==> src/design/uart_rx.sv <==
`timescale 1ns/100ps
`default_nettype none

module uart_rx #(
  parameter int CLKS_PER_BIT = 8
) (
  input  logic       clk,
  input  logic       rst_n_i,
  input  logic       rx_i,
  output logic [7:0] byte_o,
  output logic       valid_o
);

  localparam int CNT_W = $clog2(CLKS_PER_BIT + 1);

  typedef enum logic [1:0] {
    RX_IDLE,
    RX_START,
    RX_DATA,
    RX_STOP
  } rx_state_e;

  rx_state_e  state_q;
  logic [1:0] sync_q;
  logic [CNT_W-1:0] cnt_q;
  logic [2:0] bit_q;

  always_ff @(posedge clk) begin
    if (!rst_n_i) begin
      sync_q  <= 2'b11;
      state_q <= RX_IDLE;
      cnt_q   <= '0;
      bit_q   <= '0;
      valid_o <= 1'b0;
    end else begin
      // Two flops against metastability on the line
      sync_q  <= {sync_q[0], rx_i};
      valid_o <= 1'b0;
      case (state_q)
        RX_IDLE: begin
          cnt_q <= '0;
          if (!sync_q[1]) begin
            state_q <= RX_START;
          end
        end
        RX_START: begin
          // Check the start bit again at its middle
          if (cnt_q == CNT_W'(CLKS_PER_BIT / 2 - 1)) begin
            cnt_q   <= '0;
            bit_q   <= '0;
            state_q <= sync_q[1] ? RX_IDLE : RX_DATA;
          end else begin
            cnt_q <= cnt_q + 1'b1;
          end
        end
        RX_DATA: begin
          if (cnt_q == CNT_W'(CLKS_PER_BIT - 1)) begin
            cnt_q  <= '0;
            byte_o <= {sync_q[1], byte_o[7:1]};
            bit_q  <= bit_q + 1'b1;
            if (bit_q == 3'd7) begin
              state_q <= RX_STOP;
            end
          end else begin
            cnt_q <= cnt_q + 1'b1;
          end
        end
        RX_STOP: begin
          // Framing error drops the byte
          if (cnt_q == CNT_W'(CLKS_PER_BIT - 1)) begin
            valid_o <= sync_q[1];
            state_q <= RX_IDLE;
          end else begin
            cnt_q <= cnt_q + 1'b1;
          end
        end
        default: state_q <= RX_IDLE;
      endcase
    end
  end

endmodule

`default_nettype wire

==> config.mk <==
export PLATFORM = sky130hd
export DESIGN_NAME = uart_rx
export DESIGN_NICKNAME = d
export VERILOG_FILES = /design/src/design/uart_rx.sv
export SDC_FILE = /design/constraint.sdc
export NUM_CORES = 1
export LEC_CHECK = 0
export BUFFER_PORTS_ARGS = -buffer_cell sky130_fd_sc_hd__buf_2
export CORE_ASPECT_RATIO = 1.2
export CORE_MARGIN = 5
export CORE_UTILIZATION = 50
export CTS_BUF_LIST = sky130_fd_sc_hd__clkbuf_8
export CTS_CLUSTER_DIAMETER = 150
export DETAILED_ROUTE_END_ITERATION = 16
export PLACE_DENSITY = 0.79
export SYNTH_ARGS = -nofsm -noshare
export SYNTH_HDL_FRONTEND = slang
export SYNTH_SLANG_ARGS = --single-unit
==> constraint.sdc <==
create_clock -name clk -period 1.3 [get_ports clk]
set_clock_uncertainty 0.05 [all_clocks]
set_input_delay 0.13 -clock clk [delete_from_list [all_inputs] [get_ports clk]]
set_output_delay 0.13 -clock clk [all_outputs]
set_load 0.01 [all_outputs]
After elaboration in Yosys (flattened, before gate mapping)
Index checks and enable logic that the tools add are counted.
{ "classes": {"n_mux": 14, "n_reduce_logical": 6, "add_sub_neg": 2, "n_eq_ne": 12} }
{ "op_table": {"columns": ["cell", "count"], "rows": [
  ["$pmux 4 s4", 1],
  ["$mux 2", 6],
  ["$mux 4", 3],
  ["$ne 2x2->1 const B", 6],
  ["$reduce_and 3->1", 3],
  ["$pmux 2 s4", 1],
  ["$mux 3", 2],
  ["$pmux 3 s2", 1],
  ["$reduce_and 5->1", 1],
  ["$add 4x1->4 const B", 1],
  ["$eq 2x2->1 const B", 2],
  ["$eq 4x2->1 const B", 1],
  ["$eq 4x3->1 const B", 1],
  ["$add 3x1->3 const B", 1],
  ["$eq 3x3->1 const B", 1],
  ["$eq 2x1->1 const B", 1],
  ["$logic_not 2->1", 1],
  ["$reduce_bool 2->1", 1]
]} }
{ "word_totals": {"inputBits": 3, "elab_cells": 40, "regBits": 20, "out_inout_bits": 9} }

Longest topological paths before layout
{ "logic_depth": {"ltp_word": 4, "ltp_mapped": 4, "mapped_depth_nobuf": 4} }

Worst setup path after synthesis
No wires, ideal clock.
{ "synth_path": {"kind": "reg2reg", "start": "register cnt_q[0]", "end": "register byte_o[0], enable pin", "setup_time_ns": 0.308, "arrival_ns": 1.087, "period_less_slack_ns": 1.445, "required_time_ns": 0.942, "setup_slack_ns": -0.145, "stages_incl_launch_ff": 4, "n_path_buf": 0, "cell_sequence": "dfxtp_1 > ha_1 > and4b_2 > and3b_4"} }
{ "synth_via": {"elab_chain_cells": 2} }
{ "synth_lines": {"columns": ["element", "line", "rtl"], "rows": [
  ["from (decl)", "25", "logic [CNT_W-1:0] cnt_q;"],
  ["from (signal assigned)", "53", "cnt_q <= cnt_q + 1'b1;"],
  ["from (signal assigned)", "65", "cnt_q <= cnt_q + 1'b1;"],
  ["from (signal assigned)", "74", "cnt_q <= cnt_q + 1'b1;"],
  ["$eq 4x3->1", "57", "if (cnt_q == CNT_W'(CLKS_PER_BIT - 1)) begin"],
  ["$reduce_and 3->1 (no source line)", null, null],
  ["to (signal assigned)", "59", "byte_o <= {sync_q[1], byte_o[7:1]};"],
  ["to (decl)", "10", "output logic [7:0] byte_o,"]
]} }
No other way between the ends.
A chain may end at the register's enable or synchronous reset.

Final worst setup path
{ "layout_path": {"start": "register cnt_q[1]", "end": "register byte_o[1], enable pin"} }
Same word-level chain as after synthesis.

==> summary.txt <==
Run status
  – Outcome: finished, violations left
  – Failing checks: setup timing

Detailed routing
  – Initial detailed-routing violation count: 5
  – Router iterations before antenna repair: 4
  – Total length of routed wires: 1.72 mm
  – Routed wire length per instance: 15.8 microns
  – Routed via count divided by cell count: ~5.7
  – Post-detailed-route count of antenna-violating nets: 0
  – DRC violation count after routing: 0
  – Routed via count: between 600 and 700

Layout
  – Fillers: 130
  – Non-filler cells, final: 109
  – Fraction of layout cells with a size suffix above 1: 40.7%
  – Area growth syn-to-layout: 26.6%
  – Antenna Diode Count: 0
  – Net count reported at finish: 98
  – Final std cell area, no fill: between 1000 and 1500 sq um

Place
  – Cell total after placement: 103
  – Cell area after placement: 952 sq um
  – Quantity of I/O buffers inserted on ports: 11
  – Final estimated routing congestion in global placement: 0.780
  – Post-Place Worst Slack: -0.0699 ns
  – Dpl hpwl: ~1.2 mm

Power
  – Internal Pwr Total: around 940 uW
  – Cell Pwr Density: 1110 nW/um^2
  – VDD IR-drop max: roughly 1100 uV
  – Leakage dissipation: 0.000412 uW
  – Part of the total power dissipated in combinational logic: 2.9%
  – Net load switching power: 217 uW
  – Switching share of power: 18.7%
  – Clock network fraction of total power: 40.2%
  – Portion of total power attributed to sequential cells: 56.9%

Global routing
  – Wire length of the first global-routing pass: 2.75 mm
  – Total routing resource utilization after global routing: 16.0%
  – Largest net degree at the start of global routing: 12
  – Via count of the first global-routing pass: 605
  – Number of antenna violations at the first check in global routing: 0
  – Total grt overflow: 0

Setup path
  – Crit start category: register
  – Worst Reg-to-Reg Cells: 3
  – Kind of end point of the critical path: register
  – Largest fanout on the critical path: 6
  – Largest incremental delay on the critical path: 0.36 ns
  – Category of the most critical setup path: register to register
  – Worst path required time: 1.22 ns
  – Cell type of the slowest stage on the worst timing path: sky130_fd_sc_hd__dfxtp_2
  – Data arrival time of the critical path: 1.27 ns
  – Chain of cells forming the critical path: ha_4 -> and4b_2 -> and3b_4

Yosys
  – Synth warnings: 0
  – Sequential fraction of the synthesis area: 58.4%
  – Number of unique standard cell types used by synthesis: 27
  – Total standard cell area after synthesis: 823 sq um
  – Post-synthesis average cell area: ~12 sq um
  – Number of synthesized register bits: 20
  – Synthesized instance count: 68
  – Post-synthesis net count: 74

STA
  – Clock period minus final worst setup slack: 1.35 ns
  – Final setup margin: -0.0525 ns
  – Count of endpoints failing setup in the final report: 8
  – Maximum clock frequency: 739 MHz
  – Crit share post-route: 104%
  – Final-report hold violation count: 0
  – Final-layout setup total negative slack: -0.394 ns
  – Worst rel slew slack: 84.4%
  – RSZ-0062 raised after global routing: true
  – Final count of pins violating max slew: 0
  – Slew at the pin with the worst max-slew slack: between 0.2 and 0.25 ns
  – Worst hold slack across all endpoints: 0.156 ns

Clock network
  – Skew-Pair Late Insertion Delay: 0.26 ns
  – Clock transition at the register clock pins on the worst setup and hold paths after CTS: 0.07 ns
  – Number of setup buffers added after CTS: 0
  – Clk Tree Root Cell: sky130_fd_sc_hd__clkbuf_8
  – Inserted Clock Buffers: 3
  – CTS tree: yes
  – Clock buffer depth: 2
  – Clk sinks: 20
  – H-Tree Level Count: 1

Die
  – Core outline area: 1600 sq um
  – Number of core rows: 16
  – Die area: 2560 sq um
  – Initial standard-cell utilization of the core: between 50 and 60%
  – Die Y-Extent: 54.5 microns
  – Width of the die: about 47 microns
  – I/O pin count: 12

Min path
  – Min-Delay Path Depth: 3
  – Worst Hold Class: input port to register

Run
  – Count of max-cap constraint violations: 0
==> power groups by stage <==
stage	clock network (uW)	registers [uW]	logic [uW]
5_1_grt	511	659	36.6
4_1_cts	475	658	30.6
3_3_place_gp	0	671	27.9
3_5_place_dp	0	672	29.3
2_1_floorplan	0	670	20.4
6_report	465	659	33.0
==> Yosys cell counts <==
library cell | instances | share of area, %
sky130_fd_sc_hd__nor3b_1 | 1 | 0.91
sky130_fd_sc_hd__o2bb2ai_1 | 3 | 3.2
sky130_fd_sc_hd__and4_1 | 1 | 1.1
sky130_fd_sc_hd__inv_1 | 3 | 1.4
sky130_fd_sc_hd__a221oi_1 | 1 | 1.1
sky130_fd_sc_hd__and3b_4 | 1 | 1.5
sky130_fd_sc_hd__dfxtp_1 | 12 | 29
sky130_fd_sc_hd__o21ai_0 | 2 | 1.2
sky130_fd_sc_hd__buf_2 | 1 | 0.61
sky130_fd_sc_hd__o22ai_1 | 1 | 0.76
sky130_fd_sc_hd__nor2_1 | 4 | 1.8
sky130_fd_sc_hd__ha_1 | 3 | 4.6
sky130_fd_sc_hd__and4b_2 | 1 | 1.4
sky130_fd_sc_hd__edfxtp_1 | 8 | 29
sky130_fd_sc_hd__nand2_1 | 5 | 2.3
sky130_fd_sc_hd__o221ai_1 | 2 | 2.1
sky130_fd_sc_hd__a21oi_2 | 1 | 1.1
sky130_fd_sc_hd__nand3_1 | 2 | 1.2
sky130_fd_sc_hd__nand3b_1 | 1 | 0.91
sky130_fd_sc_hd__or3b_1 | 1 | 1.1
sky130_fd_sc_hd__nor3_1 | 1 | 0.61
sky130_fd_sc_hd__buf_6 | 3 | 4.1
sky130_fd_sc_hd__o221a_2 | 1 | 1.4
sky130_fd_sc_hd__xor2_1 | 2 | 2.1
sky130_fd_sc_hd__nor2b_1 | 1 | 0.76
sky130_fd_sc_hd__nand2b_1 | 3 | 2.3
sky130_fd_sc_hd__nand4_1 | 3 | 2.3
==> cell families after synthesis <==
kind of cell	Yosys count	synth area share [%]
xor+xnor	2	2.13
compound gates	11	10.8
flops	20	58.4
buf+inv	7	6.08
fa+ha+maj	3	4.56
simple gates	25	18.1
==> placed cells by master (no fill, tap or decap), types with 2 or more instances in the layout <==
cell type and n:
sky130_fd_sc_hd__buf_2 11, sky130_fd_sc_hd__buf_4 10, sky130_fd_sc_hd__clkbuf_8 4, sky130_fd_sc_hd__dfxtp_1 9
sky130_fd_sc_hd__dfxtp_2 3, sky130_fd_sc_hd__edfxtp_1 8, sky130_fd_sc_hd__ha_1 2, sky130_fd_sc_hd__inv_1 3
sky130_fd_sc_hd__nand2_1 5, sky130_fd_sc_hd__nand2b_1 2, sky130_fd_sc_hd__nand3_1 2, sky130_fd_sc_hd__nand4_1 3
sky130_fd_sc_hd__nor2_1 4, sky130_fd_sc_hd__o21ai_0 2, sky130_fd_sc_hd__o2bb2ai_1 3, sky130_fd_sc_hd__xor2_1 2
==> sequential cells by signal (all words and copies together), names as in the netlist, named ones only <==
signal	cells
byte_o	8
cnt_q	4
bit_q	3
sync_q	2
state_q	1
valid_o	1
==> stage by stage <==
stage                     utilization (%)  total power [uW]
after global placement               59.5               699
after CTS                            64.1              1160
after global routing                 65.1              1210
after floorplan                         -               690
after detailed placement             59.5               701
final                                65.1              1160
==> critical path, delay by kind of cell (launching register included) <==
| family | cells | cell delay [ns] |
|---|---|---|
| adder cells (fa/ha/maj) | 1 | 0.14 |
| flip-flops | 1 | 0.36 |
| AND/OR/NAND/NOR | 2 | 0.52 |
==> metal layers <==
| metal | global-route usage (%) | up-vias | part of all wire, % |
|---|---|---|---|
| met2 | 29.0 | 22 | 54 |
| met4 | 8.29 | 0 | 2.2 |
| met1 | 16.5 | 297 | 38 |
| met5 | 0 | - | 0 |
| met3 | 3.95 | 4 | 6.0 |
| li1 | - | 297 | - |
==> layout make-up <==
class                   count  area, sq um  share of cell area, %
repair buffers             22          140                   13.4
inverters                   3         11.3                   1.08
multi-input cells          42          329                   31.6
flip-flops and latches     20          484                   46.5
clock buffers               4         55.1                   5.28
well taps                  18         22.5                   2.16
==> worst paths after layout <==
path,from,endpoint,slack [ns]
worst max-delay path,cnt_q[1],byte_o[1],-0.05
worst min-delay path,rst_n_i,sync_q[1],0.16
worst max register to register,cnt_q[1],byte_o[1],-0.05
worst min register to register,sync_q[0],sync_q[1],0.37
==> repair_timing <==
action,4_1_cts,5_1_grt
endpoints found under the hold margin,0,1
pin swaps,0,0
cloned,1,0
gates resized for setup,3,2
hold buffers,0,1
setup endpoints to repair,15,15
Power figures use the tool's default switching activity.
