$ cat config.mk
export PLATFORM = sky130hd
export DESIGN_NAME = host_ctrl
export DESIGN_NICKNAME = d
export VERILOG_FILES = /design/src/design/proc_ci_pkg.sv /design/src/design/host_ctrl.sv
export SDC_FILE = /design/constraint.sdc
export NUM_CORES = 1
export LEC_CHECK = 0
export BUFFER_PORTS_ARGS = -buffer_cell sky130_fd_sc_hd__buf_2
export CORE_MARGIN = 3
export CORE_UTILIZATION = 47
export CTS_BUF_LIST = sky130_fd_sc_hd__clkbuf_8 sky130_fd_sc_hd__clkbuf_16
export DETAILED_ROUTE_END_ITERATION = 8
export PLACE_DENSITY = 0.86
export SKIP_CTS_REPAIR_TIMING = 1
export SYNTH_ARGS = -nofsm -noshare
export SYNTH_HDL_FRONTEND = slang
export SYNTH_SLANG_ARGS = --single-unit
$ cat constraint.sdc
create_clock -name clk -period 2.71 [get_ports clk]
set_input_delay 0.6775 -clock clk [delete_from_list [all_inputs] [get_ports clk]]
set_output_delay 0.6775 -clock clk [all_outputs]
set_load 0.02 [all_outputs]
$ cat src/design/proc_ci_pkg.sv
`default_nettype none

package proc_ci_pkg;

  // Request from one requester to the shared memory
  typedef struct packed {
    logic        we;
    logic [7:0]  addr;
    logic [31:0] wdata;
  } mem_req_t;

  // Read data valid while ack is high
  typedef struct packed {
    logic [31:0] rdata;
  } mem_rsp_t;

  // Host command bytes in ASCII
  typedef enum logic [7:0] {
    CMD_ID    = 8'h49,  // 'I'
    CMD_WRITE = 8'h57,  // 'W'
    CMD_READ  = 8'h52,  // 'R'
    CMD_RUN   = 8'h47   // 'G'
  } host_cmd_e;

  // Core opcodes in instruction bits 31:24
  typedef enum logic [7:0] {
    OP_LDI  = 8'h01,
    OP_LD   = 8'h02,
    OP_ST   = 8'h03,
    OP_ADD  = 8'h04,
    OP_SUB  = 8'h05,
    OP_JNZ  = 8'h06,
    OP_HALT = 8'h07
  } core_op_e;

  // Acknowledge byte 'K'
  localparam logic [7:0] REPLY_OK = 8'h4B;

endpackage

`default_nettype wire

$ cat src/design/host_ctrl.sv
`timescale 1ns/100ps
`default_nettype none

module host_ctrl #(
  parameter logic [7:0] BOARD_ID = 8'hA5
) (
  input  logic                   clk,
  input  logic                   rst_n_i,
  input  logic [7:0]             rx_byte_i,
  input  logic                   rx_valid_i,
  output logic [7:0]             tx_byte_o,
  output logic                   tx_start_o,
  input  logic                   tx_busy_i,
  output logic                   mem_req_o,
  output proc_ci_pkg::mem_req_t  mem_req_data_o,
  input  logic                   mem_ack_i,
  input  proc_ci_pkg::mem_rsp_t  mem_rsp_i,
  output logic                   core_rst_o,
  input  logic                   core_halted_i
);

  typedef enum logic [3:0] {
    S_IDLE,
    S_ADDR,
    S_DATA,
    S_MEM,
    S_MEM_END,
    S_SEND,
    S_SEND_WAIT,
    S_RUN_RST,
    S_RUN_WAIT
  } ctrl_state_e;

  ctrl_state_e             state_q;
  proc_ci_pkg::host_cmd_e  cmd_q;
  logic [7:0]              addr_q;
  logic [31:0]             wdata_q;
  logic [1:0]              byte_cnt_q;
  logic [31:0]             reply_q;
  logic [2:0]              reply_cnt_q;

  assign mem_req_o  = (state_q == S_MEM);
  assign tx_start_o = (state_q == S_SEND) && !tx_busy_i;
  assign tx_byte_o  = reply_q[7:0];

  always_comb begin
    mem_req_data_o.we    = (cmd_q == proc_ci_pkg::CMD_WRITE);
    mem_req_data_o.addr  = addr_q;
    mem_req_data_o.wdata = wdata_q;
  end

  always_ff @(posedge clk) begin
    if (!rst_n_i) begin
      state_q     <= S_IDLE;
      cmd_q       <= proc_ci_pkg::CMD_ID;
      reply_cnt_q <= '0;
      core_rst_o  <= 1'b1;
    end else begin
      case (state_q)
        S_IDLE: begin
          if (rx_valid_i) begin
            case (rx_byte_i)
              proc_ci_pkg::CMD_ID: begin
                reply_q     <= {24'h0, BOARD_ID};
                reply_cnt_q <= 3'd1;
                state_q     <= S_SEND;
              end
              proc_ci_pkg::CMD_WRITE, proc_ci_pkg::CMD_READ: begin
                cmd_q   <= proc_ci_pkg::host_cmd_e'(rx_byte_i);
                state_q <= S_ADDR;
              end
              proc_ci_pkg::CMD_RUN: begin
                core_rst_o <= 1'b1;
                state_q    <= S_RUN_RST;
              end
              // Unknown first bytes are ignored
              default: state_q <= S_IDLE;
            endcase
          end
        end
        S_ADDR: begin
          if (rx_valid_i) begin
            addr_q     <= rx_byte_i;
            byte_cnt_q <= '0;
            state_q    <= (cmd_q == proc_ci_pkg::CMD_WRITE) ? S_DATA : S_MEM;
          end
        end
        S_DATA: begin
          // Little-endian so the first byte lands in the low lane
          if (rx_valid_i) begin
            wdata_q    <= {rx_byte_i, wdata_q[31:8]};
            byte_cnt_q <= byte_cnt_q + 1'b1;
            if (byte_cnt_q == 2'd3) begin
              state_q <= S_MEM;
            end
          end
        end
        S_MEM: begin
          if (mem_ack_i) begin
            if (cmd_q == proc_ci_pkg::CMD_WRITE) begin
              reply_q     <= {24'h0, proc_ci_pkg::REPLY_OK};
              reply_cnt_q <= 3'd1;
            end else begin
              reply_q     <= mem_rsp_i.rdata;
              reply_cnt_q <= 3'd4;
            end
            state_q <= S_MEM_END;
          end
        end
        S_MEM_END: begin
          if (!mem_ack_i) begin
            state_q <= S_SEND;
          end
        end
        S_SEND: begin
          if (!tx_busy_i) begin
            reply_q     <= {8'h00, reply_q[31:8]};
            reply_cnt_q <= reply_cnt_q - 3'd1;
            state_q     <= S_SEND_WAIT;
          end
        end
        S_SEND_WAIT: begin
          if (!tx_busy_i) begin
            state_q <= (reply_cnt_q == 3'd0) ? S_IDLE : S_SEND;
          end
        end
        S_RUN_RST: begin
          core_rst_o <= 1'b0;
          state_q    <= S_RUN_WAIT;
        end
        S_RUN_WAIT: begin
          if (core_halted_i) begin
            reply_q     <= {24'h0, proc_ci_pkg::REPLY_OK};
            reply_cnt_q <= 3'd1;
            state_q     <= S_SEND;
          end
        end
        default: state_q <= S_IDLE;
      endcase
    end
  end

endmodule

`default_nettype wire

Word-level counts from Yosys, hierarchy flattened
Cells that the tools add are included.

cells by class
  multiplexer cells = 33
  multiply operators = 0
  shifts and indexed selects = 0
  bitwise operators = 0
  magnitude comparators = 0
  reductions and logical operators = 16
  add/subtract/negate cells = 2
  equal/unequal tests = 25
  divide/modulo/power cells = 0

operators with widths
  kind                  number
  $mux W32              6
  $pmux W32 S4          1
  $eq A8 B7 Y1 const B  5
  $mux W4               9
  $pmux W4 S9           1
  $mux W3               7
  $eq A4 B3 Y1 const B  4
  $ne A2 B2 Y1 const B  8
  $pmux W3 S4           1
  $reduce_and A3 Y1     4
  $pmux W3 S3           1
  $reduce_and A9 Y1     1
  $eq A4 B2 Y1 const B  2
  $reduce_and A7 Y1     1
  $ne A2 B1 Y1 const B  3
  $reduce_and A6 Y1     1
  $eq A4 B1 Y1 const B  1
  $eq A4 B4 Y1 const B  1
  $logic_not A4 Y1      1
  $mux W2               2
  $pmux W2 S2           1
  $reduce_and A4 Y1     1
  $reduce_bool A2 Y1    2
  $reduce_bool A4 Y1    1
  9 further kinds       11

word-level totals
  latch bits = 0
  memories = 0
  output and inout bits = 52
  logic and storage cells = 84
  bits in writable memories = 0
  flip-flop bits (word level) = 90
  ROM bits = 0

Longest topological paths before layout
Gate-level depths: netlist of the first run.

  depth in word-level cells = 5
  gate-level depth with buffers = 8
  depth with buffers taken out = 8

Least setup slack after synthesis of the first run
Ideal clock, no wire load.

  kind = register -> register
  start point = register state_q[0]
  end point = register wdata_q[0] (enable)
  arrival time = 2,540 ps
  required time = 2,289 ps
  clock period less this slack = 2,961 ps
  stages on the path, launching flop included = 6
  setup slack = -251 ps
  setup time = 421 ps
  cells stage by stage = dfxtp_1 -> buf_2 -> buf_2 -> or2_2 -> or2_2 -> nor2_1

between the ends
  longest elaborated chain between the ends = 2

RTL lines
  element                      RTL line          RTL
  start, declared              host_ctrl.sv:34   ctrl_state_e state_q;
  start signal, assigned       host_ctrl.sv:85   state_q <= (cmd_q == proc_ci_pkg::CMD_WRITE) ? S_DATA : S_MEM;
  start signal, assigned       host_ctrl.sv:124  state_q <= (reply_cnt_q == 3'd0) ? S_IDLE : S_SEND;
  $eq A4 B2 Y1                 host_ctrl.sv:59   case (state_q)
  $reduce_and A3 Y1 (no line)  -
  end signal, assigned         host_ctrl.sv:91   wdata_q <= {rx_byte_i, wdata_q[31:8]};
  end, declared                host_ctrl.sv:37   logic [31:0] wdata_q;

No other way between the ends.
A chain may end at the register's enable or synchronous reset.

Final worst setup path of the first run
  start point = register state_q[2]
  end point = output port mem_req_o

between the ends
  longest elaborated chain between the ends = 1

RTL lines
  element        RTL line         RTL
  $eq A4 B2 Y1   host_ctrl.sv:42  assign mem_req_o = (state_q == S_MEM);
  end, declared  host_ctrl.sv:14  output logic mem_req_o,

No other way between the ends.

==> results.py, run 1 <==
metrics = {
    "worst_setup_path": {
        "rrSetupSlack_ns": 0.39,
        "r2r_end": "reply_q[5]",
        "critPathMaxFanout": 15,
        "end_kind": "output pin",
        "worstSetupPathType": "flop to output pin",
        "cp-start-kind": "flop",
        "rr_worst_depth": 5,
        "worst-path-buf-inv": 1,
        "path_cells": "nand2b_1 -> nor3b_2 -> buf_2",
        "critPathRequiredTime_ns": 2.03,
        "cpMaxStageDelayCell": "dfxtp_1",
        "path_delay_family": "simple AND/OR/NAND/NOR gates",
        "cp.arrival_ns": 1.87,
        "max_stage_delay_ns": 0.48,
        "r2r_start": "state_q[3]",
    },
    "route": {
        "drc": 0,
        "dr.pass1.iters": 4,
        "drtIter0Drc": 140,
        "wl_um": 7560,
        "num_vias": 2491,
        "ant_nets": 0,
        "routedWlPerCell_um": 16.4,
        "vias_per_cell": 5.39,
    },
    "pwr": {
        "ir_drop_v": 0.000337,
        "powerDensity_nw_per_um2": 533,
        "power.leakage_nw": 1.71,
        "power.total_w": 0.00238,
    },
    "synthesis": {
        "synth-edff-count": 74,
        "synth_ff_type": "edfxtp_1",
        "syn-instance-count": 263,
        "syn_nets": 312,
        "syn_area_per_cell_um2": 14.1,
        "yosys_warnings": 0,
        "syn_area_um2": 3720,
        "synth_seq_cells": 90,
        "ys_seq_area_frac": 0.684,
        "ys_async_sr_fraction": 0,
        "ys_types": 53,
    },
    "clock_network": {
        "cts-root-buf": "clkbuf_8",
        "clock-sinks": 90,
        "cts_buffers": 9,
        "cts_buffer_depth": 2,
        "path_clk_slew_ns": 0.08,
        "htreeDepth": 3,
        "cts_tree": "done",
        "insertion_delay_ns": 0.37,
    },
    "placement": {
        "hpwl_um": 5540,
        "io_buffers": 97,
        "gp_congestion": 0.823,
    },
    "min_path": {
        "holdPathEnd": "cmd_q[3]",
        "hp-class": "flop to flop",
        "hp-start": "cmd_q[3]",
        "min_path_cells": 2,
    },
    "global_routing": {
        "grt-ovfl-total": 0,
        "grt_pass1_vias": 2360,
        "antenna_found_initial": 0,
        "grt_max_degree": 33,
        "grt_usage": 0.173,
        "grt_pass1_wl_um": 11600,
    },
    "floorplanning": {
        "core.rowCount": 31,
        "floorplan.core_area_um2": 7450,
        "initial_utilization": 0.499,
        "die_h_um": 95.0,
        "die_area_um2": 9020,
        "die_w_um": 95.0,
        "io-pin-count": 98,
    },
    "cells_and_area": {
        "diodes": 0,
        "multi_input_area_um2": 1020,
        "drive_above_1_share": 0.372,
        "seq_area_um2": 2540,
        "area_growth_pct": 20.1,
        "most-common-layout-cells": "buf_2 (97), edfxtp_1 (74), nor2_1 (18), a22o_1 (17), dfxtp_1 (16)",
        "fillers": 606,
        "finalNetCount": 407,
        "final_common_cell": "buf_2",
    },
    "timing": {
        "hold_ws_ns": 0.448,
        "period_minus_slack_ns": 2.55,
        "setup_viol": 0,
        "slew_headroom": 0.557,
        "tightestPinTransition_ns": 0.663,
        "finalHoldViolCount": 0,
        "rsz0062_at_grt": "no",
        "fin_tns_setup_ns": 0,
        "final-max-slew-violation-count": 0,
        "fin_crit_sh": 0.942,
        "finalClockSkew_ns": 0.0100,
        "fmax_mhz": 392,
    },
    "run_status": {
        "run_status": "complete, no violations",
    },
    "flow_run": {
        "cap_violations": 0,
    },
}
[worst reg2reg max path: stages, from the launching register on]
cell	delay (ns)
dfxtp_1	0.75
and2b_1	0.33
a21oi_1	0.44
a221oi_4	0.13
and2_2	0.24
buf_12	0.18
[cells in the mapped netlist (2+ instances only)]
master | count | area, µm²
a22o_1 | 17 | 149
edfxtp_1 | 74 | 2220
o31ai_1 | 3 | 22.5
buf_2 | 4 | 20.0
nor2_1 | 19 | 71.3
or3_1 | 3 | 18.8
nand2_1 | 14 | 52.6
a211oi_1 | 2 | 15.0
dfxtp_1 | 16 | 320
buf_6 | 2 | 22.5
or2_2 | 4 | 25.0
nand2b_1 | 5 | 31.3
clkbuf_1 | 5 | 18.8
and3_1 | 2 | 12.5
nand3_1 | 5 | 25.0
nand4b_1 | 2 | 17.5
inv_1 | 4 | 15.0
o21ai_0 | 4 | 20.0
or4_1 | 2 | 15.0
o22ai_1 | 2 | 12.5
xnor2_1 | 2 | 17.5
ha_1 | 3 | 37.5
nor2b_1 | 3 | 18.8
a21oi_1 | 6 | 30.0
buf_4 | 10 | 75.1
a221o_1 | 7 | 70.1
nand4_1 | 2 | 12.5
and2_1 | 9 | 56.3
a31oi_1 | 3 | 18.8
nor4_1 | 3 | 18.8
nor3b_2 | 3 | 37.5
o211ai_1 | 2 | 15.0
[sequential cells by signal, summed over array words and instances, names as in the netlist]
signal and cells:
state_q 4, cmd_q 8, wdata_q 32, reply_cnt_q 3, addr_q 8, reply_q 32, byte_cnt_q 2, core_rst_o 1
[per-layer routing]
metal | wire, µm | GRT usage | vias to the layer above
li1 | - | - | 1193
met2 | 4050 | 0.298 | 80
met4 | 146 | 0.0769 | 0
met1 | 2880 | 0.197 | 1204
met3 | 477 | 0.0518 | 14
met5 | 0 | 0 | -
[worst max path at each step]
| stage | startpoint | endpoint | slack [ns] | cells after the start |
|---|---|---|---|---|
| detailed placement | rx_byte_i[7] | reply_q[26] | 0.26 | 6 |
| global placement | rx_byte_i[7] | reply_q[31] | 0.33 | 6 |
| global route | state_q[0] | tx_start_o | 0.04 | 4 |
| finish | state_q[2] | mem_req_o | 0.16 | 3 |
| CTS | state_q[2] | mem_req_o | 0.15 | 3 |
| floorplan | rx_byte_i[7] | reply_q[0] | 0.23 | 4 |
[cell type report]
cell class / count / share of cell area
Multi-Input combinational cell: 146 / 0.229
Inverter: 5 / 0.00420
Clock buffer: 9 / 0.0277
Tap cell: 99 / 0.0277
Clock inverter: 7 / 0.0121
Timing Repair Buffer: 106 / 0.129
Sequential cell: 90 / 0.570
[report_power, final]
part / switching [W] / internal, W / total, W
clock network: 0.000482 / 0.000341 / 0.000822
registers: 0.00000242 / 0.00148 / 0.00148
logic: 0.0000389 / 0.0000347 / 0.0000735
[cells by family (layout without fill, tap and decap cells)]
kind of cell	after synthesis	after routing	share of synthesized area
XOR/XNOR	3	3	0.00707
adder cells (fa/ha/maj)	3	3	0.0101
AO/OA/AOI/OAI	54	54	0.117
buffers and inverters	27	127	0.0427
flip-flops	90	90	0.684
AND/OR/NAND/NOR	86	86	0.139
[through the flow]
step                cell area (µm²)  cells  setup WS, ns   util
floorplan                      3720    263         0.230      -
global placement               4290    446         0.329  0.576
detailed placement             4290    446         0.259  0.576
CTS                            4460    462         0.148  0.599
global route                   4460    462        0.0397  0.599
finish                         4460    462         0.158  0.599
No activity file was read; power rests on OpenSTA's default activity.
==> run 2, diff against run 1 <==
--- a/config.mk
+++ b/config.mk
@@ -6,7 +6,6 @@
 export NUM_CORES = 1
 export LEC_CHECK = 0
 export BUFFER_PORTS_ARGS = -buffer_cell sky130_fd_sc_hd__buf_2
-export CORE_MARGIN = 3
 export CORE_UTILIZATION = 47
 export CTS_BUF_LIST = sky130_fd_sc_hd__clkbuf_8 sky130_fd_sc_hd__clkbuf_16
 export DETAILED_ROUTE_END_ITERATION = 8
==> results.py, run 2 (same netlist as run 1, synthesis figures left out) <==
metrics = {
    "timing": {
        "period_minus_slack_ns": 2.53,
        "finalClockSkew_ns": 0.0119,
        "fmax_mhz": 395,
        "rsz0062_at_grt": "no",
        "finalHoldViolCount": 0,
        "tightestPinTransition_ns": 0.641,
        "setup_viol": 0,
        "slew_headroom": 0.572,
        "final-max-slew-violation-count": 0,
        "fin_tns_setup_ns": 0,
        "fin_crit_sh": 0.934,
    },
    "worst_setup_path": {
        "r2r_start": "state_q[3]",
        "cp.arrival_ns": 1.85,
        "path_delay_family": "flip-flops",
        "r2r_end": "reply_q[28]",
        "path_cells": "buf_4 -> nor3b_2 -> buf_2",
        "cp.depth": 3,
        "worstSetupPathType": "flop to output pin",
        "rr_worst_depth": 5,
        "end_kind": "output pin",
        "cp-start-kind": "flop",
        "critPathMaxFanout": 13,
        "cpMaxStageDelayCell": "dfxtp_1",
        "worst-path-buf-inv": 2,
        "critPathRequiredTime_ns": 2.03,
        "rrSetupSlack_ns": 0.39,
        "max_stage_delay_ns": 0.63,
    },
    "cells_and_area": {
        "layoutNonFillerInstCount": 465,
        "top_regs": "reply_q (32), wdata_q (32)",
        "most-common-layout-cells": "buf_2 (97), edfxtp_1 (74), nor2_1 (18), a22o_1 (17), dfxtp_1 (16)",
        "seq_area_um2": 2540,
        "multi_input_area_um2": 1020,
        "final_util": 0.582,
        "fin_area_um2": 4480,
        "final_common_cell": "buf_2",
        "area_growth_pct": 20.4,
        "diodes": 0,
        "fillers": 610,
        "finalNetCount": 407,
        "drive_above_1_share": 0.369,
    },
    "pwr": {
        "powerDensity_nw_per_um2": 554,
        "clkPwrFrac": 0.373,
        "combPwrFrac": 0.030,
        "switching_share": 0.215,
        "ir_drop_v": 0.000277,
        "p_sw_w": 0.000532,
        "power.leakage_nw": 1.72,
        "p_int_w": 0.00195,
        "p_seq_frac": 0.597,
    },
    "floorplanning": {
        "core.rowCount": 32,
        "die_h_um": 91.0,
        "initial_utilization": 0.484,
        "die_w_um": 91.0,
        "die_area_um2": 8270,
        "floorplan.core_area_um2": 7690,
        "io-pin-count": 98,
    },
    "flow_run": {
        "cap_violations": 0,
    },
    "global_routing": {
        "grt-ovfl-total": 0,
        "top_usage_layer": "met2",
        "grt_pass1_vias": 2462,
        "use_met1": 0.224,
        "grt_use_met3": 0.0452,
        "grt_usage": 0.185,
        "antenna_found_initial": 0,
        "grt_max_degree": 33,
        "grt_use_met2": 0.301,
        "grt_pass1_wl_um": 11700,
    },
    "clock_network": {
        "cts_buffers": 9,
        "cts_tree": "done",
        "insertion_delay_ns": 0.37,
        "cts_buffer_depth": 2,
        "cts-root-buf": "clkbuf_8",
        "clock-sinks": 90,
        "htreeDepth": 3,
        "path_clk_slew_ns": 0.09,
    },
    "route": {
        "drc": 0,
        "dr.pass1.iters": 4,
        "vias_per_cell": 5.36,
        "drtIter0Drc": 182,
        "num_vias": 2494,
        "ant_nets": 0,
        "wl_um": 7200,
        "routedWlPerCell_um": 15.5,
    },
    "min_path": {
        "hp-class": "flop to flop",
        "holdPathEnd": "wdata_q[12]",
        "hp-start": "wdata_q[20]",
        "min_path_cells": 0,
    },
    "placement": {
        "hpwl_um": 4980,
        "gp_congestion": 0.838,
        "place_area_um2": 4280,
        "io_buffers": 97,
        "placed_cells": 449,
    },
    "run_status": {
        "run_status": "complete, no violations",
    },
}
==> run 2: worst max-delay path by stage <==
stage,startpoint,end,slack [ns]
finish,state_q[0],mem_req_o,0.18
global route,state_q[0],mem_req_o,0.1
CTS,state_q[0],mem_req_o,0.19
detailed placement,rx_byte_i[7],reply_q[28],0.20
global placement,rx_byte_i[7],reply_q[28],0.27
floorplan,rx_byte_i[7],reply_q[0],0.23
==> run 2: metrics by stage <==
stage / power [W] / setup WS [ns] / hold slack, ns
finish: 0.00248 / 0.178 / 0.448
global route: 0.00256 / 0.0957 / 0.465
CTS: 0.00249 / 0.193 / 0.451
detailed placement: 0.00159 / 0.196 / 0.430
global placement: 0.00158 / 0.270 / 0.426
floorplan: 0.00154 / 0.230 / 0.415
==> run 2: power groups by stage <==
stage	registers [W]	clock network, W	logic, W
floorplan	0.00151	0	0.0000263
global placement	0.00151	0	0.0000697
detailed placement	0.00151	0	0.0000722
CTS	0.00148	0.000937	0.0000730
global route	0.00148	0.000995	0.0000809
finish	0.00148	0.000925	0.0000738
==> run 2: metal layers <==
layer	share of wire	routed length, µm
met2	0.50	3630
met1	0.41	2980
met5	0	0
met4	0.025	180
met3	0.057	410
==> run 2: area by class of cell <==
cell class | count | area share
flip-flops and latches | 90 | 0.568
clock buffers | 9 | 0.0277
well taps | 102 | 0.0285
multi-input cells | 146 | 0.229
repair buffers | 106 | 0.126
inverters | 5 | 0.00419
clock inverters | 7 | 0.0168
