==> src/design/proc_ci_pkg.sv <==
`default_nettype none

package proc_ci_pkg;

  // Request from one requester to the shared memory
  typedef struct packed {
    logic        we;
    logic [7:0]  addr;
    logic [31:0] wdata;
  } mem_req_t;

  // Read data valid while ack is high
  typedef struct packed {
    logic [31:0] rdata;
  } mem_rsp_t;

  // Host command bytes in ASCII
  typedef enum logic [7:0] {
    CMD_ID    = 8'h49,  // 'I'
    CMD_WRITE = 8'h57,  // 'W'
    CMD_READ  = 8'h52,  // 'R'
    CMD_RUN   = 8'h47   // 'G'
  } host_cmd_e;

  // Core opcodes in instruction bits 31:24
  typedef enum logic [7:0] {
    OP_LDI  = 8'h01,
    OP_LD   = 8'h02,
    OP_ST   = 8'h03,
    OP_ADD  = 8'h04,
    OP_SUB  = 8'h05,
    OP_JNZ  = 8'h06,
    OP_HALT = 8'h07
  } core_op_e;

  // Acknowledge byte 'K'
  localparam logic [7:0] REPLY_OK = 8'h4B;

endpackage

`default_nettype wire

==> src/design/bus_arbiter.sv <==
`timescale 1ns/100ps
`default_nettype none

module bus_arbiter (
  input  logic                   clk,
  input  logic                   rst_n_i,
  input  logic                   host_req_i,
  input  proc_ci_pkg::mem_req_t  host_cmd_i,
  output logic                   host_ack_o,
  output proc_ci_pkg::mem_rsp_t  host_rsp_o,
  input  logic                   instr_req_i,
  input  proc_ci_pkg::mem_req_t  instr_cmd_i,
  output logic                   instr_ack_o,
  output proc_ci_pkg::mem_rsp_t  instr_rsp_o,
  input  logic                   data_req_i,
  input  proc_ci_pkg::mem_req_t  data_cmd_i,
  output logic                   data_ack_o,
  output proc_ci_pkg::mem_rsp_t  data_rsp_o,
  output logic                   mem_en_o,
  output proc_ci_pkg::mem_req_t  mem_cmd_o,
  input  logic [31:0]            mem_rdata_i
);

  typedef enum logic [1:0] {
    ARB_IDLE,
    ARB_MEM,
    ARB_ACK
  } arb_state_e;

  // Grant index 0 host, 1 data, 2 instruction
  arb_state_e             state_q;
  logic [1:0]             grant_q;
  logic [2:0]             req_vec;
  proc_ci_pkg::mem_req_t  cmd_vec [3];

  assign req_vec    = {instr_req_i, data_req_i, host_req_i};
  assign cmd_vec[0] = host_cmd_i;
  assign cmd_vec[1] = data_cmd_i;
  assign cmd_vec[2] = instr_cmd_i;

  assign mem_en_o  = (state_q == ARB_MEM);
  assign mem_cmd_o = cmd_vec[grant_q];

  assign host_ack_o  = (state_q == ARB_ACK) && (grant_q == 2'd0);
  assign data_ack_o  = (state_q == ARB_ACK) && (grant_q == 2'd1);
  assign instr_ack_o = (state_q == ARB_ACK) && (grant_q == 2'd2);

  // Read data is shared and only the acked port looks at it
  assign host_rsp_o.rdata  = mem_rdata_i;
  assign data_rsp_o.rdata  = mem_rdata_i;
  assign instr_rsp_o.rdata = mem_rdata_i;

  always_ff @(posedge clk) begin
    if (!rst_n_i) begin
      state_q <= ARB_IDLE;
      grant_q <= 2'd0;
    end else begin
      case (state_q)
        ARB_IDLE: begin
          if (req_vec[0]) begin
            grant_q <= 2'd0;
            state_q <= ARB_MEM;
          end else if (req_vec[1]) begin
            grant_q <= 2'd1;
            state_q <= ARB_MEM;
          end else if (req_vec[2]) begin
            grant_q <= 2'd2;
            state_q <= ARB_MEM;
          end
        end
        ARB_MEM: state_q <= ARB_ACK;
        ARB_ACK: begin
          // Hold ack until the requester lets go
          if (!req_vec[grant_q]) begin
            state_q <= ARB_IDLE;
          end
        end
        default: state_q <= ARB_IDLE;
      endcase
    end
  end

endmodule

`default_nettype wire

==> config.mk <==
export PLATFORM = sky130hd
export DESIGN_NAME = bus_arbiter
export DESIGN_NICKNAME = d
export VERILOG_FILES = /design/src/design/proc_ci_pkg.sv /design/src/design/bus_arbiter.sv
export SDC_FILE = /design/constraint.sdc
export NUM_CORES = 1
export LEC_CHECK = 0
export BUFFER_PORTS_ARGS = -buffer_cell sky130_fd_sc_hd__buf_4
export CAP_MARGIN = 15
export CORE_AREA = 4 4 116 118
export DETAILED_ROUTE_END_ITERATION = 12
export DIE_AREA = 0 0 120 122
export SLEW_MARGIN = 40
export SYNTH_ARGS = -nofsm -noshare
export SYNTH_HDL_FRONTEND = slang
export SYNTH_SLANG_ARGS = --single-unit
==> constraint.sdc <==
create_clock -name clk -period 2.2 [get_ports clk]
set_input_delay 0.11 -clock clk [delete_from_list [all_inputs] [get_ports clk]]
set_output_delay 0.11 -clock clk [all_outputs]
set_load 0.02 [all_outputs]
# Yosys cells after proc, flatten, opt, wreduce, memory -nomap -nowiden
# Cells that the tools add are included.
# totals
reg_bits	4
input_bits	160
word_cells	32
# classes
n_lt_le_gt_ge	2
n_mux	13
eq_ne	6
reduce_logical	8
bitwise	1
# op_table
operator	count
$bmux 41 s2	1
$mux 41	2
$mux 2	7
$pmux 2 s3	1
$eq 2x1->1 const B	2
$eq 2x2->1 const B	2
$logic_not 2->1	2
$ne 4x4->1 const B	1
$reduce_and 2->1	2
$ge 3x3->1 const B	1
$logic_and 1x1->1	3
$lt 2x3->1 const B	1
$not 2->3	1
$reduce_bool 3->1	1
$bmux 1 s2	1
$ne 2x2->1 const B	1
$mux 1	1

# Longest topological paths before layout
# Gate-level depths: netlist (run 1).
# logic_depth
ltp_word	4
ltp_mapped	6
depth_no_buf	3

# Worst setup path after synthesis (run 1)
# OpenSTA, ideal clock, no wires.
# synth_path
kind	flip-flop to output port
from	reg grant_q[0]
to	out mem_cmd_o[10] (netlist bit)
arrival_time_ns	1.178
path_stages_with_launch	5
required_time_ns	2.090
path_buffers	2
slack_ns	0.912
path_cell_list	dfxtp_1 > buf_6 > buf_8 > mux2i_1 > o21ai_0
# synth_lines
element	line_no	rtl
from (decl)	bus_arbiter.sv:32	logic [1:0] grant_q;
from (signal assigned)	bus_arbiter.sv:56	grant_q <= 2'd0;
from (signal assigned)	bus_arbiter.sv:61	grant_q <= 2'd0;
from (signal assigned)	bus_arbiter.sv:64	grant_q <= 2'd1;
to (decl)	bus_arbiter.sv:20	output proc_ci_pkg::mem_req_t mem_cmd_o,

==> out/qor.csv, run 1 <==
stage;metric;value;unit
power_and_ir_drop;sequentialPowerShare;8.0;%
synthesis;synth-seq-cells;4;
critical_path;timing.rr.start;grant_q[0];
clock_network;clk_latency;0.22;ns
timing;slew-limit-headroom;49.7;%
critical_path;arrival;1.94;ns
routing;drt-initial-drc-count;42;
critical_path;r2r-end;state_q[1];
power_and_ir_drop;p_clk_share;25.9;%
power_and_ir_drop;p_sw_share;38.2;%
layout;n_antenna_cell;0;
critical_path;cp-end-kind;primary output;
timing;finalSetupViolations;0;
critical_path;cp_max_fo;45;
timing;final.period_utilization;93.2;%
synthesis;syn_area;0.00186;mm²
power_and_ir_drop;combPwrFrac;66.1;%
clock_network;cts_tree;built;
critical_path;critPathLaunch;grant_q[0];
place;post-place-ws;0.330;ns
timing;finalSetupTns;0;ns
clock_network;ctsHoldBuffers;0;
critical_path;crit_required;2.09;ns
critical_path;start_kind;register;
global_route;grt_max_degree;46;
layout;final_core_util;20.9;%
floorplanning;initial_core_util;14.9;%
global_route;grt_pass1_vias;1993;
synthesis;synth_seq_area_share;4.31;%
global_route;grt.overflow.total;0;
clock_network;cts_buffers;3;
job;drv_cap;0;
routing;vias_per_cell;3.79;
critical_path;critPathCapture;mem_cmd_o[40];
timing;worst_slack;0.150;ns
synthesis;ys_async_sr_fraction;0;%
timing;post-route-min-period;2.05;ns
floorplanning;ios;301;
clock_network;clkSinkCount;4;
place;io_buffers;172;
layout;seqCellArea;82.6;µm²
clock_network;cts_setup_buffers;0;
global_route;grt_pass1_wl;10600;µm
routing;wl;7480;µm
clock_network;ctsRootBufferMaster;clkbuf_16;
synthesis;synth_cell_types;23;
synthesis;synth_nets;419;
floorplanning;die_width;120;µm
clock_network;post_cts_resized;0;
place;gp_congestion;0.735;
critical_path;crit_type;register to primary output;
place;dp_cells;495;
routing;wl_per_cell;15.0;µm
synthesis;synthCells;259;
routing;dr.pass1.iters;4;
floorplanning;row_count;41;
global_route;grt_antenna_before_repair;0;
timing;rsz0062_at_grt;no;
synthesis;synth-main-ff-cell;dfxtp_1;
critical_path;r2r_cells;4;
synthesis;syn_area_per_cell;7.17;µm²
routing;remaining_drc_errors;0;
power_and_ir_drop;power_leakage;1.15;nW
timing;worstMarginPinSlew;0.754;ns
global_route;grt_usage;8.95;%
layout;nets;488;
floorplanning;die_area;0.0146;mm²
worst_hold_path;hold_class;input pin to register;
clock_network;cts.clk_slew.worst_paths;0.03;ns
routing;vias;1886;
floorplanning;die_height;122;µm
synthesis;ys_warn_count;0;
layout;fillers;1423;
timing;hold_viol_final;0;
routing;drt.antenna.violating_nets;0;
power_and_ir_drop;irDropWorstVdd;0.000512;V
status;status;finished, final reports clean;
clock_network;htreeDepth;1;
layout;area_growth;40.2;%
layout;instances_no_fill;498;
power_and_ir_drop;p_int;673;µW
timing;report.final.slew_viol_count;0;
layout;layout-drive-gt1-share;55.5;%
synthesis;synth-edff-count;0;
clock_network;clk_path_buf_depth;2;
power_and_ir_drop;power.net_switching;416;µW
critical_path;reg2reg_setup_slack;0.64;ns
timing;skew;0.00105;ns
power_and_ir_drop;p_per_area;418;mW/mm²
layout;multi_input_area;911;µm²
timing;fmax;488;MHz
floorplanning;core_area;0.0125;mm²
-- placed cells by master, fill, tap and decap left out, drive strengths merged --
cell type / synthesis / routed
buf: 107 / 175
o21ai: 43 / 43
mux2i: 42 / 42
nand2: 41 / 41
dfxtp: 4 / 4
a21oi: 3 / 3
clkbuf: 4 / 3
nor2b: 3 / 3
nor2: 2 / 2
and2: 1 / 1
nand2b: 1 / 1
nor3b: 1 / 1
nor3: 1 / 1
o311a: 1 / 1
o31ai: 1 / 1
nand3b: 1 / 1
a21boi: 1 / 1
or2: 1 / 1
and3b: 1 / 1
-- cells by family (layout without fill, tap and decap cells) --
logic type	count (synthesis)	in the layout	share of synthesized area, %
AND/OR/NAND/NOR	53	53	12.7
AO/OA/AOI/OAI	49	49	13.7
multiplexers	42	42	22.6
buffers and inverters	111	178	46.7
flip-flops	4	4	4.31
-- state kept, by name, summed over array words and instances (netlist names) --
name     count
state_q      2
grant_q      2
-- cell usage after synthesis, drive strengths merged, types with 2 or more instances --
cell type,n,area [µm²]
clkbuf,4,15.0
a21oi,3,15.0
dfxtp,4,80.1
mux2i,42,420
buf,107,852
nand2,41,154
nor2,2,7.51
o21ai,43,215
nor2b,3,26.3
-- power groups by stage --
stage,registers (mW),logic (mW),clock network (mW)
after floorplan,0.0847,0.612,0
after global placement,0.0871,0.716,0
after detailed placement,0.0875,0.729,0
after CTS,0.0870,0.731,0.286
after global routing,0.0880,0.774,0.293
final,0.0870,0.720,0.282
-- final cells by class --
cell class                 count  share of cell area [%]
sequential                     4                    3.17
clock buffer                   3                    2.88
tap                          172                    8.26
multi-input combinational    144                    35.0
timing repair buffer         175                    50.7
-- metrics by stage --
stage	hold WS [ns]	power [mW]	instance area, µm²
after floorplan	0.248	0.696	1860
after global placement	0.220	0.803	2510
after detailed placement	0.220	0.816	2530
after CTS	0.161	1.10	2610
after global routing	0.174	1.15	2610
final	0.162	1.09	2610
-- routing by layer --
layer,wire (µm),vias up,track usage (%)
met3,939,38,2.97
met5,0,-,0
met2,3670,135,16.1
met1,2630,813,9.61
li1,-,900,-
met4,238,0,3.72
-- worst max-delay path, stage by stage (launching register included) --
cell and delay [ns]:
dfxtp_2 0.33, buf_4 0.60, mux2i_1 0.40, o21ai_0 0.16
buf_4 0.19
-- how the worst min path moves through the flow --
stage               startpoint              to  cells past startpoint
2_1_floorplan          rst_n_i      state_q[1]                      2
3_3_place_gp   mem_rdata_i[11]  host_rsp_o[11]                      0
3_5_place_dp   mem_rdata_i[11]  host_rsp_o[11]                      0
4_1_cts            instr_req_i      state_q[0]                      2
5_1_grt                rst_n_i      grant_q[0]                      2
6_report           instr_req_i      state_q[0]                      2
Note: power is estimated with default switching activity, not from simulation.
==> run 2, diff against run 1 <==
CORE_AREA = 2 2 117 119   (was 4 4 116 118)
DIE_AREA = 0 0 119 121   (was 0 0 120 122)
clock period = 1.7 ns   (was 2.2 ns; I/O delays follow)
==> run 2 against run 1 <==
Net effect: global-route usage decreased by 0.49 points; via count is 0.21% lower; register-to-register slack got worse by 0.06 ns; power rose by 29%; sequential power is 31% higher; sequential cell count stayed put; clock skew about the same; critical path depth stayed put; clock power up 29%.
==> out/qor.csv, run 2 (synthesized netlist as in run 1, its figures left out) <==
stage;metric;value;unit;change
layout;layout_commonest_cell;buf_4;;
floorplanning;initial_core_util;14.2;%;-0.71 points
layout;final_cell_mix;174 x buf_4, 42 x mux2i_1, 41 x nand2_1, 28 x o21ai_0, 15 x o21ai_1;;
clock_network;cts_setup_buffers;0;;unchanged
clock_network;clk_path_buf_depth;2;;unchanged
clock_network;cts_tree;built;;
timing;fmax;666;MHz;
power_and_ir_drop;p_per_area;531;mW/mm²;+27%
critical_path;crit_required;1.62;ns;-0.47 ns
job;drv_cap;0;;unchanged
place;gp_congestion;0.705;;-4.2%
worst_hold_path;min_path_cells;2;;unchanged
routing;drt.antenna.violating_nets;0;;unchanged
timing;final.period_utilization;88.4;%;
clock_network;htreeDepth;1;;unchanged
clock_network;clkSinkCount;4;;unchanged
global_route;grt_antenna_before_repair;0;;unchanged
timing;finalSetupTns;0;ns;unchanged
routing;remaining_drc_errors;0;;unchanged
clock_network;ctsHoldBuffers;0;;unchanged
power_and_ir_drop;power_leakage;1.16;nW;+0.82%
critical_path;cpPeakStageDelay;0.37;ns;-0.23 ns
routing;drt-initial-drc-count;41;;-2.4%
global_route;grt_usage;8.46;%;-0.49 points
global_route;grt.overflow.total;0;;unchanged
global_route;grt_max_degree;46;;unchanged
layout;fillers;1463;;+2.8%
routing;vias;1882;;-0.21%
floorplanning;die_width;119;µm;-0.83%
timing;skew;0.00139;ns;+0.000335 ns
routing;wl;6590;µm;-12%
layout;nets;489;;+0.20%
routing;dr.pass1.iters;4;;unchanged
timing;report.final.slew_viol_count;0;;unchanged
critical_path;timing.rr.start;grant_q[0];;
timing;finalSetupViolations;0;;unchanged
layout;top_regs;grant_q (2), state_q (2);;
critical_path;cp_max_fo;32;;-29%
clock_network;cts_buffers;3;;unchanged
global_route;grt_pass1_wl;9800;µm;-7.5%
timing;rsz0062_at_grt;no;;
layout;stdcell_area;0.00264;mm²;+1.2%
power_and_ir_drop;irDropWorstVdd;0.000310;V;-40%
critical_path;cpMaxStageDelayCell;dfxtp_2;;
critical_path;cp_num_buf_inv;2;;unchanged
critical_path;path_cells;buf_12, mux2i_1, o21ai_0, buf_4;;
worst_hold_path;holdCritStartpoint;instr_req_i;;
critical_path;cp-end-kind;primary output;;
clock_network;clk_latency;0.22;ns;about the same
critical_path;r2r_cells;4;;unchanged
floorplanning;row_count;42;;+2.4%
timing;slew-limit-headroom;68.8;%;+19 points
floorplanning;ios;301;;unchanged
place;dpl.hpwl;5410;µm;
clock_network;post_cts_resized;0;;unchanged
critical_path;crit_type;register to primary output;;
global_route;grt_pass1_vias;1893;;-5.0%
critical_path;start_kind;register;;
routing;wl_per_cell;13.1;µm;-13%
layout;layout-drive-gt1-share;55.7;%;+0.14 points
worst_hold_path;hold_path_end;state_q[0];;
critical_path;critical-path-top-delay-family;buffers and inverters;;
layout;n_antenna_cell;0;;unchanged
critical_path;reg2reg_setup_slack;0.58;ns;-0.06 ns
timing;hold_viol_final;0;;unchanged
worst_hold_path;hold_class;input pin to register;;
clock_network;ctsRootBufferMaster;clkbuf_16;;
critical_path;arrival;1.42;ns;-0.52 ns
timing;worstMarginPinSlew;0.468;ns;-0.286 ns
place;io_buffers;172;;unchanged
status;status;finished, final reports clean;;
timing;post-route-min-period;1.50;ns;
floorplanning;die_area;0.0144;mm²;-1.6%
critical_path;r2r-end;state_q[1];;
place;postPlaceCellArea;0.00256;mm²;+1.2%
floorplanning;core_area;0.0131;mm²;+5.0%
critical_path;worstSetupPathDepth;4;;unchanged
layout;area_growth;41.8;%;
routing;vias_per_cell;3.74;;-1.2%
clock_network;cts.clk_slew.worst_paths;0.03;ns;about the same
floorplanning;die_height;121;µm;-0.82%
-- run 2: cell types whose count changed in the layout (fill, tap and decap cells not counted) --
cell	previous run	this run
buf_8	1	0
buf_12	0	2
-- run 2: worst max path at each step --
| stage | startpoint | end |
|---|---|---|
| floorplan | grant_q[0] | mem_cmd_o[10] |
| global placement | grant_q[0] | mem_cmd_o[35] |
| detailed placement | grant_q[0] | mem_cmd_o[38] |
| CTS | grant_q[0] | mem_cmd_o[38] |
| global route | grant_q[0] | mem_cmd_o[8] |
| finish | grant_q[0] | mem_cmd_o[15] |
-- run 2: power breakdown --
group	switching (mW)	internal [mW]
clock	0.0650	0.300
sequential	0.0103	0.104
combinational	0.446	0.473
-- run 2: layout make-up --
class / instances / area (µm²) / share of cell area [%]
sequential: 4 / 82.6 / 3.13
timing repair buffer: 176 / 1350 / 51.1
tap: 176 / 220 / 8.36
clock buffer: 3 / 75.1 / 2.85
multi-input combinational: 144 / 911 / 34.6
-- run 2: per-stage QoR --
step / hold slack, ns / power [mW] / util (%) / cells / worst slack [ns]
global placement: 0.170 / 1.03 / 19.6 / 500 / 0.415
floorplan: 0.223 / 0.901 / - / 259 / 0.437
detailed placement: 0.170 / 1.05 / 19.6 / 500 / 0.401
CTS: 0.132 / 1.42 / 20.1 / 503 / 0.176
finish: 0.134 / 1.40 / 20.1 / 503 / 0.197
global route: 0.144 / 1.48 / 20.1 / 503 / 0.0988
-- run 2: layer usage --
metal | up-vias | track usage, % | wire (µm)
met3 | 30 | 2.96 | 693
li1 | 905 | - | -
met4 | 0 | 2.75 | 190
met2 | 145 | 15.5 | 3350
met5 | - | 0 | 0
met1 | 802 | 9.05 | 2360
==> run 3, diff against run 2 <==
CTS_CLUSTER_DIAMETER = 30   (was not set)
SETUP_SLACK_MARGIN = 0.2   (was not set)
==> run 3 against run 2 <==
Net effect: core utilization is 1.2 points higher; sequential share of layout area shrank 0.087 points; wire length rose by 13%; global-route usage rose by 0.30 points; register-to-register slack barely moved; final cell count increased by 1.4%; setup slack improved by 0.054 ns; critical endpoint unchanged; largest power group unchanged; highest routed layer unchanged.
==> out/qor.csv, run 3 (synthesized netlist as in run 1, its figures left out) <==
stage;metric;value;unit;change
timing;slew-limit-headroom;77.5;%;+8.7 points
global_route;grt_antenna_before_repair;0;;unchanged
layout;final_cell_mix;173 x buf_4, 41 x nand2_1, 39 x mux2i_1, 26 x o21ai_0, 17 x o21ai_1;;
layout;top_regs;grant_q (2), state_q (2);;
floorplanning;initial_core_util;14.2;%;unchanged
timing;hold_ws;0.135;ns;+0.00117 ns
timing;post-route-min-period;1.45;ns;-0.0539 ns
routing;wl_per_cell;14.5;µm;+11%
layout;final_core_util;21.3;%;+1.2 points
floorplanning;ios;301;;unchanged
timing;fmax;690;MHz;+3.7%
critical_path;timing.rr.start;grant_q[0];;
layout;fillers;1452;;-0.75%
critical_path;cpPeakStageDelay;0.40;ns;+0.03 ns
worst_hold_path;min_path_cells;2;;unchanged
routing;vias;1938;;+3.0%
timing;finalSetupTns;0;ns;unchanged
critical_path;crit_required;1.62;ns;about the same
power_and_ir_drop;p_per_area;529;mW/mm²;-0.49%
critical_path;start_kind;register;;
routing;vias_per_cell;3.80;;+1.6%
layout;nets;496;;+1.4%
global_route;grt_pass1_wl;10100;µm;+2.8%
clock_network;cts.clk_slew.worst_paths;0.03;ns;about the same
critical_path;critPathLaunch;grant_q[0];;
status;status;finished, final reports clean;;
critical_path;arrival;1.36;ns;-0.06 ns
routing;drt.antenna.violating_nets;0;;unchanged
clock_network;ctsRootBufferMaster;clkbuf_16;;
critical_path;path_cells;buf_12, mux2i_1, o21ai_0, buf_4;;
clock_network;cts_buffers;3;;unchanged
routing;dr.pass1.iters;4;;unchanged
global_route;grt.overflow.total;0;;unchanged
layout;layout-drive-gt1-share;57.5;%;+1.8 points
global_route;grt_usage;8.76;%;+0.30 points
worst_hold_path;hold_path_end;state_q[0];;
clock_network;htreeDepth;1;;unchanged
floorplanning;die_area;0.0144;mm²;unchanged
layout;multi_input_area;922;µm²;+1.2%
worst_hold_path;hold_class;input pin to register;;
clock_network;cts_tree;built;;
global_route;grt_pass1_vias;1923;;+1.6%
layout;n_antenna_cell;0;;unchanged
critical_path;crit_type;register to primary output;;
global_route;grt_max_degree;46;;unchanged
place;io_buffers;172;;unchanged
timing;report.final.slew_viol_count;0;;unchanged
timing;rsz0062_at_grt;yes;;
critical_path;reg2reg_setup_slack;0.58;ns;about the same
floorplanning;die_height;121;µm;unchanged
place;dpl.hpwl;5410;µm;unchanged
critical_path;r2r-end;state_q[1];;
floorplanning;core_area;0.0131;mm²;unchanged
clock_network;ctsHoldBuffers;0;;unchanged
timing;final.period_utilization;85.2;%;-3.2 points
floorplanning;row_count;42;;unchanged
clock_network;clk_path_buf_depth;2;;unchanged
routing;remaining_drc_errors;0;;unchanged
routing;wl;7420;µm;+13%
layout;layout_commonest_cell;buf_4;;
place;gp_congestion;0.705;;unchanged
critical_path;r2r_cells;4;;unchanged
worst_hold_path;holdCritStartpoint;instr_req_i;;
layout;seqCellArea;85.1;µm²;+3.0%
routing;drt-initial-drc-count;68;;+66%
critical_path;cp-end-kind;primary output;;
clock_network;clk_latency;0.22;ns;about the same
job;drv_cap;0;;unchanged
critical_path;cpMaxStageDelayCell;dfxtp_4;;
timing;worstMarginPinSlew;0.338;ns;-0.130 ns
power_and_ir_drop;power_leakage;1.23;nW;+6.0%
clock_network;clkSinkCount;4;;unchanged
layout;area_growth;50.3;%;
power_and_ir_drop;irDropWorstVdd;0.000310;V;about the same
timing;finalSetupViolations;0;;unchanged
timing;skew;0.00156;ns;+0.000178 ns
timing;hold_viol_final;0;;unchanged
critical_path;cp_max_fo;16;;-50%
floorplanning;die_width;119;µm;unchanged
[run 3: cell types whose count changed in the layout (fill, tap and decap cells not counted), sizes merged]
| cell | previous run | this run |
|---|---|---|
| buf | 176 | 180 |
| clkbuf | 3 | 6 |
[run 3: worst max-delay path by stage]
stage,endpoint,cells past startpoint
after CTS,mem_cmd_o[35],4
after global routing,mem_cmd_o[15],6
after detailed placement,mem_cmd_o[38],4
final,mem_cmd_o[15],4
after global placement,mem_cmd_o[35],4
after floorplan,mem_cmd_o[10],4
[run 3: area by class of cell]
cell class	count	area share (%)
timing repair buffer	183	53.4
multi-input combinational	144	33.0
tap	176	7.89
sequential	4	3.05
clock buffer	3	2.69
[run 3: what timing repair did]
action                                 in CTS  in global routing
resized for setup                           1                 11
setup endpoints to repair                   7                 37
buffers inserted                            1                  2
endpoints found under the hold margin       0                  0
gates cloned                                1                  3
[run 3: metal layers]
layer	share of wire [%]	routed length (µm)	global-route usage [%]	vias to the layer above
li1	-	-	-	916
met1	38	2790	9.37	843
met2	50	3730	16.2	151
met5	0	0	0	-
met4	2.4	180	2.75	0
met3	9.6	709	2.96	28
[run 3: power by group]
| part | switching, mW | leakage (nW) | internal, mW | total, mW |
|---|---|---|---|---|
| combinational | 0.472 | 1.16 | 0.524 | 0.995 |
| clock | 0.0642 | 0.0370 | 0.300 | 0.365 |
| sequential | 0.0128 | 0.0340 | 0.103 | 0.116 |
[run 3: through the flow]
stage / worst slack, ns / power (mW) / cells / area, µm²
global placement: 0.415 / 1.03 / 500 / 2560
global route: 0.190 / 1.56 / 510 / 2790
CTS: 0.179 / 1.44 / 505 / 2680
finish: 0.251 / 1.48 / 510 / 2790
floorplan: 0.437 / 0.901 / 259 / 1860
detailed placement: 0.401 / 1.05 / 500 / 2560
[run 3: critical path, delay by kind of cell (launching register included)]
kind                   cells  cell delay, ns
multiplexers               1            0.23
flip-flops                 1            0.40
AO/OA/AOI/OAI              1            0.12
buffers and inverters      2            0.38
